File: config.mk
export PLATFORM = sky130hd
export DESIGN_NAME = memsys_top
export DESIGN_NICKNAME = d
export VERILOG_FILES = /design/src/hw/sys_pkg.sv /design/src/hw/mem_controller.sv /design/src/hw/icache.sv /design/src/hw/dcache.sv /design/src/hw/memsys_top.sv
export SDC_FILE = /design/constraint.sdc
export NUM_CORES = 2
export LEC_CHECK = 0
export CAP_MARGIN = 20
export CORE_ASPECT_RATIO = 0.5
export CORE_MARGIN = 2
export CORE_UTILIZATION = 62
export CTS_CLUSTER_DIAMETER = 150
export DETAILED_ROUTE_END_ITERATION = 8
export DONT_BUFFER_PORTS = 1
export GPL_ROUTABILITY_DRIVEN = 0
export PLACE_DENSITY = 0.78
export SETUP_SLACK_MARGIN = 0.3
export SLEW_MARGIN = 5
export SYNTH_ARGS = -nofsm -noshare
export SYNTH_HDL_FRONTEND = slang
export SYNTH_SLANG_ARGS = --single-unit
File: constraint.sdc
create_clock -name clock -period 13.5 [get_ports clock]
set_input_delay 2.7 -clock clock [delete_from_list [all_inputs] [get_ports clock]]
set_output_delay 2.7 -clock clock [all_outputs]
set_load 0.03 [all_outputs]
File: src/hw/sys_pkg.sv
`default_nettype none

package sys_pkg;

    // processor address and cache geometry
    localparam int xlen        = 32;
    localparam int block_bytes = 8;
    localparam int block_bits  = block_bytes * 8;          // one 64-bit block per line
    localparam int offset_bits = $clog2(block_bytes);      // 3
    localparam int cache_lines = 16;
    localparam int index_bits  = $clog2(cache_lines);      // 4
    localparam int tag_bits    = xlen - index_bits - offset_bits;  // 25

    // memory bus tags, tag 0 means no tag
    localparam int num_tags     = 16;
    localparam int mem_tag_bits = $clog2(num_tags);

    // memory bus commands
    localparam logic [1:0] bus_none  = 2'b00;
    localparam logic [1:0] bus_load  = 2'b01;
    localparam logic [1:0] bus_store = 2'b10;

    // who owns an outstanding memory tag
    localparam logic [1:0] owner_none   = 2'b00;
    localparam logic [1:0] owner_icache = 2'b01;
    localparam logic [1:0] owner_dcache = 2'b10;

    // icache miss FSM
    localparam logic [1:0] ic_idle    = 2'b00;
    localparam logic [1:0] ic_request = 2'b01;
    localparam logic [1:0] ic_wait    = 2'b10;

    // dcache operation FSM
    localparam logic [1:0] dc_idle    = 2'b00;
    localparam logic [1:0] dc_request = 2'b01;
    localparam logic [1:0] dc_wait    = 2'b10;
    localparam logic [1:0] dc_done    = 2'b11;

endpackage

`default_nettype wire

File: src/hw/mem_controller.sv
`timescale 1ns/100ps
`default_nettype none

module mem_controller import sys_pkg::*; (
    input  logic                    clock,
    input  logic                    reset,

    // instruction cache request
    input  logic [1:0]              icache_command,
    input  logic [xlen-1:0]         icache_addr,

    // data cache request
    input  logic [1:0]              dcache_command,
    input  logic [xlen-1:0]         dcache_addr,
    input  logic [block_bits-1:0]   dcache_data,

    // accepted tag, only the granted cache sees it
    output logic [mem_tag_bits-1:0] icache_response,
    output logic [mem_tag_bits-1:0] dcache_response,

    // memory bus
    output logic [1:0]              proc2mem_command,
    output logic [xlen-1:0]         proc2mem_addr,
    output logic [block_bits-1:0]   proc2mem_data,
    input  logic [mem_tag_bits-1:0] mem2proc_response,
    input  logic [block_bits-1:0]   mem2proc_data,
    input  logic [mem_tag_bits-1:0] mem2proc_tag,

    // fill path, data goes to both caches
    output logic [block_bits-1:0]   cache_data,
    output logic                    icache_fill,
    output logic                    dcache_fill
);

    logic [1:0] owner_table [num_tags];  // indexed by memory tag

    logic       dcache_selected;
    logic       icache_selected;
    logic       accepted;
    logic       load_accepted;
    logic [1:0] grant_owner;
    logic       data_returned;
    logic [1:0] response_owner;

    // data cache has priority whenever it asks for anything
    assign dcache_selected = (dcache_command != bus_none);
    assign icache_selected = !dcache_selected && (icache_command != bus_none);

    always_comb begin
        if (dcache_selected) begin
            proc2mem_command = dcache_command;
            proc2mem_addr    = dcache_addr;
        end else begin
            proc2mem_command = icache_command;
            proc2mem_addr    = icache_addr;
        end
    end

    assign proc2mem_data = dcache_data;  // only stores carry data, and only dcache stores

    assign accepted        = (mem2proc_response != '0);
    assign dcache_response = dcache_selected ? mem2proc_response : '0;
    assign icache_response = icache_selected ? mem2proc_response : '0;

    // stores return no data so their tags are never recorded
    assign load_accepted = accepted && (proc2mem_command == bus_load);
    assign grant_owner   = dcache_selected ? owner_dcache : owner_icache;

    // steer returning block to whoever asked for it
    assign data_returned  = (mem2proc_tag != '0);
    assign response_owner = owner_table[mem2proc_tag];
    assign cache_data     = mem2proc_data;
    assign icache_fill    = data_returned && (response_owner == owner_icache);
    assign dcache_fill    = data_returned && (response_owner == owner_dcache);

    always_ff @(posedge clock) begin
        if (reset) begin
            for (int i = 0; i < num_tags; i++) begin
                owner_table[i] <= owner_none;
            end
        end else begin
            if (data_returned) begin
                owner_table[mem2proc_tag] <= owner_none;  // tag freed
            end
            // a tag freed this cycle may be handed out again at once
            if (load_accepted) begin
                owner_table[mem2proc_response] <= grant_owner;
            end
        end
    end

endmodule

`default_nettype wire

File: src/hw/icache.sv
`timescale 1ns/100ps
`default_nettype none

module icache import sys_pkg::*; (
    input  logic                    clock,
    input  logic                    reset,

    // fetch side
    input  logic                    fetch_valid,
    input  logic [xlen-1:0]         fetch_addr,
    output logic [block_bits-1:0]   fetch_data,
    output logic                    fetch_hit,

    // to the memory controller
    output logic [1:0]              icache_command,
    output logic [xlen-1:0]         icache_addr,
    input  logic [mem_tag_bits-1:0] icache_response,

    // fill path
    input  logic [block_bits-1:0]   cache_data,
    input  logic                    icache_fill
);

    logic [tag_bits-1:0]   tag_array  [cache_lines];
    logic [block_bits-1:0] data_array [cache_lines];
    logic [cache_lines-1:0] valid_array;

    logic [index_bits-1:0] fetch_index;
    logic [tag_bits-1:0]   fetch_tag;

    logic [1:0]            state;
    logic [1:0]            next_state;
    logic [xlen-1:0]       miss_addr;   // block aligned
    logic [index_bits-1:0] miss_index;
    logic [tag_bits-1:0]   miss_tag;
    logic                  start_miss;

    assign fetch_index = fetch_addr[offset_bits +: index_bits];
    assign fetch_tag   = fetch_addr[xlen-1 -: tag_bits];

    // lookup is purely combinational
    assign fetch_hit  = fetch_valid && valid_array[fetch_index]
                        && (tag_array[fetch_index] == fetch_tag);
    assign fetch_data = data_array[fetch_index];

    assign miss_index = miss_addr[offset_bits +: index_bits];
    assign miss_tag   = miss_addr[xlen-1 -: tag_bits];
    assign start_miss = (state == ic_idle) && fetch_valid && !fetch_hit;

    // load is held until the memory hands back a tag
    assign icache_command = (state == ic_request) ? bus_load : bus_none;
    assign icache_addr    = miss_addr;

    always_comb begin
        next_state = state;
        case (state)
            ic_idle: begin
                if (start_miss) begin
                    next_state = ic_request;
                end
            end
            ic_request: begin
                if (icache_response != '0) begin
                    next_state = ic_wait;
                end
            end
            ic_wait: begin
                if (icache_fill) begin
                    next_state = ic_idle;  // line valid from next cycle
                end
            end
            default: next_state = ic_idle;
        endcase
    end

    always_ff @(posedge clock) begin
        if (reset) begin
            state <= ic_idle;
        end else begin
            state <= next_state;
        end
    end

    always_ff @(posedge clock) begin
        if (start_miss) begin
            miss_addr <= {fetch_addr[xlen-1:offset_bits], {offset_bits{1'b0}}};
        end
    end

    always_ff @(posedge clock) begin
        if (reset) begin
            valid_array <= '0;
        end else if ((state == ic_wait) && icache_fill) begin
            valid_array[miss_index] <= 1'b1;
        end
    end

    always_ff @(posedge clock) begin
        if ((state == ic_wait) && icache_fill) begin
            tag_array[miss_index]  <= miss_tag;
            data_array[miss_index] <= cache_data;
        end
    end

endmodule

`default_nettype wire

File: src/hw/dcache.sv
`timescale 1ns/100ps
`default_nettype none

module dcache import sys_pkg::*; (
    input  logic                    clock,
    input  logic                    reset,

    // processor side, command held until dmem_done
    input  logic [1:0]              dmem_command,
    input  logic [xlen-1:0]         dmem_addr,
    input  logic [block_bits-1:0]   dmem_store_data,
    output logic [block_bits-1:0]   dmem_load_data,
    output logic                    dmem_done,

    // to the memory controller
    output logic [1:0]              dcache_command,
    output logic [xlen-1:0]         dcache_addr,
    output logic [block_bits-1:0]   dcache_data,
    input  logic [mem_tag_bits-1:0] dcache_response,

    // fill path
    input  logic [block_bits-1:0]   cache_data,
    input  logic                    dcache_fill
);

    logic [tag_bits-1:0]   tag_array  [cache_lines];
    logic [block_bits-1:0] data_array [cache_lines];
    logic [cache_lines-1:0] valid_array;

    logic [index_bits-1:0] dmem_index;
    logic [tag_bits-1:0]   dmem_tag;
    logic                  lookup_hit;

    logic [1:0]            state;
    logic [1:0]            next_state;
    logic [1:0]            req_command;  // operation in flight
    logic [xlen-1:0]       req_addr;
    logic [block_bits-1:0] req_data;
    logic [index_bits-1:0] req_index;
    logic [tag_bits-1:0]   req_tag;

    logic                  sample;
    logic                  store_hit;
    logic                  line_fill;

    assign dmem_index = dmem_addr[offset_bits +: index_bits];
    assign dmem_tag   = dmem_addr[xlen-1 -: tag_bits];
    assign lookup_hit = valid_array[dmem_index] && (tag_array[dmem_index] == dmem_tag);

    assign req_index = req_addr[offset_bits +: index_bits];
    assign req_tag   = req_addr[xlen-1 -: tag_bits];

    // new commands are only taken while idle
    assign sample    = (state == dc_idle) && (dmem_command != bus_none);
    assign store_hit = (state == dc_idle) && (dmem_command == bus_store) && lookup_hit;
    assign line_fill = (state == dc_wait) && dcache_fill;

    assign dcache_command = (state == dc_request) ? req_command : bus_none;
    assign dcache_addr    = {req_addr[xlen-1:offset_bits], {offset_bits{1'b0}}};
    assign dcache_data    = req_data;

    assign dmem_load_data = data_array[req_index];
    assign dmem_done      = (state == dc_done);

    always_comb begin
        next_state = state;
        case (state)
            dc_idle: begin
                if (dmem_command == bus_load) begin
                    next_state = lookup_hit ? dc_done : dc_request;
                end else if (dmem_command == bus_store) begin
                    next_state = dc_request;  // write through, hit or miss
                end
            end
            dc_request: begin
                if (dcache_response != '0) begin
                    next_state = (req_command == bus_store) ? dc_done : dc_wait;
                end
            end
            dc_wait: begin
                if (dcache_fill) begin
                    next_state = dc_done;
                end
            end
            dc_done: next_state = dc_idle;
            default: next_state = dc_idle;
        endcase
    end

    always_ff @(posedge clock) begin
        if (reset) begin
            state <= dc_idle;
        end else begin
            state <= next_state;
        end
    end

    always_ff @(posedge clock) begin
        if (sample) begin
            req_command <= dmem_command;
            req_addr    <= dmem_addr;
            req_data    <= dmem_store_data;
        end
    end

    // load misses allocate, store misses do not
    always_ff @(posedge clock) begin
        if (reset) begin
            valid_array <= '0;
        end else if (line_fill) begin
            valid_array[req_index] <= 1'b1;
        end
    end

    always_ff @(posedge clock) begin
        if (line_fill) begin
            tag_array[req_index]  <= req_tag;
            data_array[req_index] <= cache_data;
        end else if (store_hit) begin
            data_array[dmem_index] <= dmem_store_data;  // keep line in step with memory
        end
    end

endmodule

`default_nettype wire

File: src/hw/memsys_top.sv
`timescale 1ns/100ps
`default_nettype none

module memsys_top import sys_pkg::*; (
    input  logic                    clock,
    input  logic                    reset,

    // instruction fetch
    input  logic                    fetch_valid,
    input  logic [xlen-1:0]         fetch_addr,
    output logic [block_bits-1:0]   fetch_data,
    output logic                    fetch_hit,

    // data access
    input  logic [1:0]              dmem_command,
    input  logic [xlen-1:0]         dmem_addr,
    input  logic [block_bits-1:0]   dmem_store_data,
    output logic [block_bits-1:0]   dmem_load_data,
    output logic                    dmem_done,

    // memory bus
    output logic [1:0]              proc2mem_command,
    output logic [xlen-1:0]         proc2mem_addr,
    output logic [block_bits-1:0]   proc2mem_data,
    input  logic [mem_tag_bits-1:0] mem2proc_response,
    input  logic [block_bits-1:0]   mem2proc_data,
    input  logic [mem_tag_bits-1:0] mem2proc_tag
);

    logic [1:0]              icache_command;
    logic [xlen-1:0]         icache_addr;
    logic [mem_tag_bits-1:0] icache_response;
    logic [1:0]              dcache_command;
    logic [xlen-1:0]         dcache_addr;
    logic [block_bits-1:0]   dcache_data;
    logic [mem_tag_bits-1:0] dcache_response;
    logic [block_bits-1:0]   cache_data;   // shared fill bus
    logic                    icache_fill;
    logic                    dcache_fill;

    icache i_icache (
        .clock, .reset,
        .fetch_valid, .fetch_addr, .fetch_data, .fetch_hit,
        .icache_command, .icache_addr, .icache_response,
        .cache_data, .icache_fill
    );

    dcache i_dcache (
        .clock, .reset,
        .dmem_command, .dmem_addr, .dmem_store_data, .dmem_load_data, .dmem_done,
        .dcache_command, .dcache_addr, .dcache_data, .dcache_response,
        .cache_data, .dcache_fill
    );

    mem_controller i_mem_controller (
        .clock, .reset,
        .icache_command, .icache_addr,
        .dcache_command, .dcache_addr, .dcache_data,
        .icache_response, .dcache_response,
        .proc2mem_command, .proc2mem_addr, .proc2mem_data,
        .mem2proc_response, .mem2proc_data, .mem2proc_tag,
        .cache_data, .icache_fill, .dcache_fill
    );

endmodule

`default_nettype wire

# Word level (Yosys, flattened, before mapping)
# Memories as Yosys holds them, arrays and structs flattened. A register that Yosys moved wholly into a read port is not among the register bits.
# Index checks and enable logic that the tools add are counted.
[word_totals]
regBits = 163
n_memories = 5
ramBits = 2880
in_bits = 205
wordCells = 123
out_inout_bits = 228
[op_classes]
n_mux = 51
order_cmp = 6
eq_ne = 19
reduce_logical = 32
n_bitwise = 2
[memory_table]
columns = ["name", "depth", "width", "rd", "rd_clocked_by_memory_dff", "wr", "line", "text"]
rows = [
  ["i_dcache.data_array", 16, 64, 1, 1, 1, "dcache.sv:27", "logic [block_bits-1:0] data_array [cache_lines];"],
  ["i_icache.data_array", 16, 64, 1, 0, 1, "icache.sv:25", "logic [block_bits-1:0] data_array [cache_lines];"],
  ["i_dcache.tag_array", 16, 25, 1, 0, 1, "dcache.sv:26", "logic [tag_bits-1:0] tag_array [cache_lines];"],
  ["i_icache.tag_array", 16, 25, 1, 0, 1, "icache.sv:24", "logic [tag_bits-1:0] tag_array [cache_lines];"],
  ["i_mem_controller.owner_table", 16, 2, 1, 0, 16, "mem_controller.sv:35", "logic [1:0] owner_table [num_tags];"],
]
[op_table]
columns = ["operator", "count"]
rows = [
  ["$mux 64", 1],
  ["$reduce_or 64->1", 1],
  ["$eq 25x25->1", 2],
  ["$mux 32", 1],
  ["$or 16x16->16", 2],
  ["$mux 2", 13],
  ["$mux 1", 24],
  ["$mux 4", 6],
  ["$lt 4x5->1 const B", 4],
  ["$logic_and 1x1->1", 16],
  ["$reduce_bool 4->1", 4],
  ["$eq 2x2->1 const B", 6],
  ["$eq 2x1->1 const B", 5],
  ["$bmux 1 s4", 2],
  ["$demux 1 s4", 2],
  ["$ge 4x1->1 const B", 2],
  ["$pmux 2 s4", 1],
  ["$ne 2x1->1 const B", 3],
  ["$pmux 2 s3", 1],
  ["$reduce_and 3->1", 2],
  ["$reduce_bool 2->1", 3],
  ["$logic_not 2->1", 2],
  ["$ne 2x2->1 const B", 2],
  ["$reduce_or 2->1", 2],
  ["2 further kinds", 3],
]

# Depth between registers and ports, before layout
[logic_depth]
depth_word = 11
depth_mapped = 16
ltp_nobuf = 8

# By module
# From an unflattened synthesis, not the netlist that was laid out.
[hier_totals]
hier_cells = 5109
hier_area_um2 = 118060.7
[by_module_without_submodules]
columns = ["mod", "cells_each", "area_each_um2", "n_inst"]
rows = [
  ["dcache", 2446, 59036.6, 1],
  ["icache", 2262, 55841.1, 1],
  ["mem_controller", 401, 3183.1, 1],
]

# Least setup slack after synthesis
# OpenSTA, ideal clock, no wires.
[synth_timing]
kind = "input port to flip-flop"
start = "input port mem2proc_tag[0]"
end = "memory i_icache.data_array[0][0] (netlist bit), enable pin"
path_stages = 9
arrival_time_ns = 11.025
t_required_ns = 12.852
path_slack_ns = 1.827
path_buffers = 2
path_cell_list = "buf_4 buf_2 mux4_2 mux2_2 nor3_1 o21ai_0 nor3_1 or3b_2 nor3_1"
[synth_between]
elab_chain_cells = 6
elab_cells_between_ends = 7
classes_between = "1 x eq/ne; 2 x mux; 3 x reduce/logical; 1 x memory"
[synth_lines]
columns = ["element", "line", "text"]
rows = [
  ["start, declared", "memsys_top.sv:27", "input logic [mem_tag_bits-1:0] mem2proc_tag"],
  ["$mem_v2 16x2", "n/a", ""],
  ["$eq 2x1->1", "mem_controller.sv:73", "assign icache_fill = data_returned && (response_owner == owner_icache);"],
  ["$logic_and 1x1->1 *", "mem_controller.sv:73", ""],
  ["$logic_and 1x1->1 *", "icache.sv:99", "if ((state == ic_wait) && icache_fill) begin"],
  ["$mux 1 *", "icache.sv:99", ""],
  ["$mux 1 (implied by the code) *", "icache.sv:101", "data_array[miss_index] <= cache_data;"],
  ["end, declared", "icache.sv:25", ""],
]
# Mark *: on every way between the ends. The rest lies on a longest branch, timed or not.

# Worst setup path after layout
[layout_timing]
start = "input port fetch_addr[3]"
end = "output port fetch_hit"
[layout_between]
elab_chain_cells = 4
elab_cells_between_ends = 6
classes_between = "1 x eq/ne; 2 x mux; 2 x reduce/logical; 1 x memory"
[layout_lines]
columns = ["element", "line", "text"]
rows = [
  ["start, declared", "memsys_top.sv:10", "input logic [xlen-1:0] fetch_addr,"],
  ["branches (longest 3 deep; another with $mem_v2 16x25)", "n/a", ""],
  ["$logic_and 1x1->1 *", "icache.sv:43", "&& (tag_array[fetch_index] == fetch_tag);"],
  ["end, declared", "memsys_top.sv:12", "output logic fetch_hit,"],
]
# Mark *: on every way between the ends. The select of a mux whose other input is x is not followed.

==> metrics.cfg <==
[sta]
period_share_pct = 64.91
fin_skew_ps = 61.91
finalHoldViolations = 0
min_period_ps = 8763
max_slew_margin_pct = -22.60
finalSetupTns_ps = 0
fmax_mhz = 114.1
grt_setup_unrepaired = false
worstMarginPinSlew_ps = 1839
slew_viol_final = 236
setup_viol = 0

[logic_synthesis]
yosys-top-cells-area = edfxtp_1, mux4_2, dfxtp_1
postSynthAreaPerCell_sq_um = 23.79
synth_commonest_cells = edfxtp_1, mux4_2, clkbuf_1
ys_ff_latch = 3044
async_flop_share_pct = 0
yosysMostFrequentCell = edfxtp_1
seq_area_frac_synth_pct = 78.32
ys_warn_count = 0
synth_top_cell_by_area = edfxtp_1
synthFlopType = edfxtp_1
synth_cells = 4885
synthDominantCellAreaShare_pct = 77.63
synth_edf_count = 3004
synth_area_sq_um = 116200
synth_cell_types = 65

[clock_network]
cts_resized = 0
root_buffer = clkbuf_16
clock_sinks = 3044
cts_hold_buf = 0
worstSkewPairLatency_ps = 910
post_cts_buffers = 0
htree_levels = 4
clk_pin_slew_ps = 70
cts_tree = done
cts_buffers = 246
cts_max_path_buffers = 4

[global_routing]
grt_antenna_before_repair = 9
grt_pass1_wl_mm = 417.6
overflow = 0
grt_max_degree = 354
first_global_vias = 56732
gr-usage-all-layers_pct = 31.31

[critical_path]
critical_path.startpoint = fetch_addr[3]
r2r-start = i_dcache.tag_array[7][24]
critPathBufInv = 1
worstSetupPathType = in -> out
slowest_stage = mux4_2
rrSetupSlack_ps = 7460
critPathArrivalTime_ps = 6060
end_kind = output pin
rr_endpoint = i_dcache.data_array[1][32]
crit_family = simple AND/OR/NAND/NOR gates
cp_slowest_stage_delay_ps = 890
cp.required_ps = 10800
critPathMaxFanout = 353
worst_setup_path_start_kind = primary input
path_cells = mux4_2 > a22oi_1 > nand2_1 > xor2_1 > nor4_1 > nand4_1 > nor4_1 > buf_4
timing.critical_path.mode_cell = nor4_1
r2r_cells = 10

[layout]
fin_util_pct = 68.18
n_fill_cell = 10662
nets = 5180
area_delta_synth_final_pct = 9.363
drive_gt1_share_pct = 27.27

[route]
drc = 0
num_vias = 54681
postRouteAntennaNets = 0
wl_mm = 297.2
wl_per_cell_um = 38.64
drt_first_pass_iters = 8
vias_per_cell = 7.110
initialDrtViolationCount = 7619

[die]
die_area_sq_um = 191100
num_rows = 112
top_level_ports = 433
initial_core_util_pct = 62.34
coreArea_sq_um = 186400
chipHeight_um = 310.1
dieWidth_um = 616.2

[hold_path]
worstHoldPathCells = 2
min_from = i_dcache.valid_array[0]
worstHoldPathType = reg -> reg
min_to = i_dcache.valid_array[0]

[placed_design]
io_buffers = 0
place.detailed.hpwl_mm = 146.7

[run]
cap_violations = 0

[power_and_ir_drop]
power_density_nw_per_um2 = 165.2
peakVddDrop_v = 0.0001333
leakagePower_uw = 0.03918

[run_status]
status = finished, violations left
violations = max-slew violations

## state kept, by name, indices dropped and copies added (netlist names), named ones only
name and cells:
i_icache.valid_array 16, i_dcache.data_array 1024, i_dcache.tag_array 400, i_icache.tag_array 400
i_icache.icache_addr 29, i_dcache.req_command 2, i_dcache.state 2, i_dcache.dcache_data 64
i_dcache.req_addr 29, i_icache.state 2, i_icache.data_array 1024, i_mem_controller.owner_table 32
i_dcache.valid_array 16
## stage by stage
stage               std cells  power [uW]  hold WS [ps]  setup WS (ps)  cell area (sq um)
global placement         7226       13920         444.8           5226             119300
floorplan                4889       13310         422.5           1827             116200
finish                   7691       20990         452.3           4737             127100
global route             7689       21470         474.7           5005             127100
CTS                      7677       21050         450.0           5308             127000
detailed placement       7227       13990         438.2           5134             119300
## power breakdown
group	switching, uW	internal (uW)	total (uW)
combinational	1590	1090	2680
clock	3380	3800	7170
sequential	444	10700	11100
## cell families (layout without fill, tap and decap cells)
logic type / after synthesis / in the layout / share of synthesized area [%]
mux: 975 / 975 / 17.56
fa+ha+maj: 7 / 7 / 0.07537
flops: 3044 / 3044 / 78.32
simple gates: 348 / 348 / 1.366
buf+inv: 272 / 553 / 1.044
other cells: 1 / 18 / 0.003227
compound gates: 179 / 179 / 1.188
xor+xnor: 59 / 59 / 0.4447
## how the worst max path moves through the flow
stage,endpoint,slack (ps),cells after the start
floorplan,i_icache.data_array[0][0],1830,9
global placement,i_dcache.data_array[1][29],5230,10
detailed placement,i_dcache.data_array[4][31],5130,10
CTS,fetch_hit,5310,9
global route,fetch_hit,5000,8
finish,fetch_hit,4740,8
## layer usage
metal	track usage [%]	share of wire [%]
met1	41.78	34
met3	5.878	11
met2	52.07	50
met4	13.01	4.7
met5	0	0.0044
## layout by cell type, fill, tap and decap left out, types with 11 or more instances in the layout
cell,count
clkinv_2,48
nand4_1,13
clkinv_1,74
clkbuf_16,248
dfxtp_1,36
inv_1,16
a22o_1,21
buf_4,78
a31o_4,13
nor2_1,77
o21ba_2,13
bufinv_16,23
edfxtp_1,3004
a221oi_1,24
nor2_4,22
mux2i_1,62
a21oi_1,22
nor2b_1,19
xor2_1,23
mux4_2,840
mux2_2,56
xnor2_1,36
nand2_1,137
a22oi_1,34
o21ai_0,11
clkbuf_1,40
diode_2,13
## worst reg2reg max path, cell delays in order, from the launching register on
cell and delay (ps):
edfxtp_1 390, mux4_2 480, a22o_1 240, a221oi_1 570
xor2_1 250, nand4_1 110, nor4_1 340, and4_4 880
buf_4 800, a31o_4 510, buf_4 990
## layout make-up
class,count,area (sq um),area share (%)
antenna,13,32.53,0.02560
clock inverter,162,1371,1.079
clock buffer,288,6356,5.002
multi-input combinational,1573,24380,19.18
inverter,18,67.56,0.05317
sequential,3044,91020,71.63
timing repair buffer,85,710.7,0.5593
tap,2508,3138,2.469
Note: power is estimated with default switching activity, not from simulation.
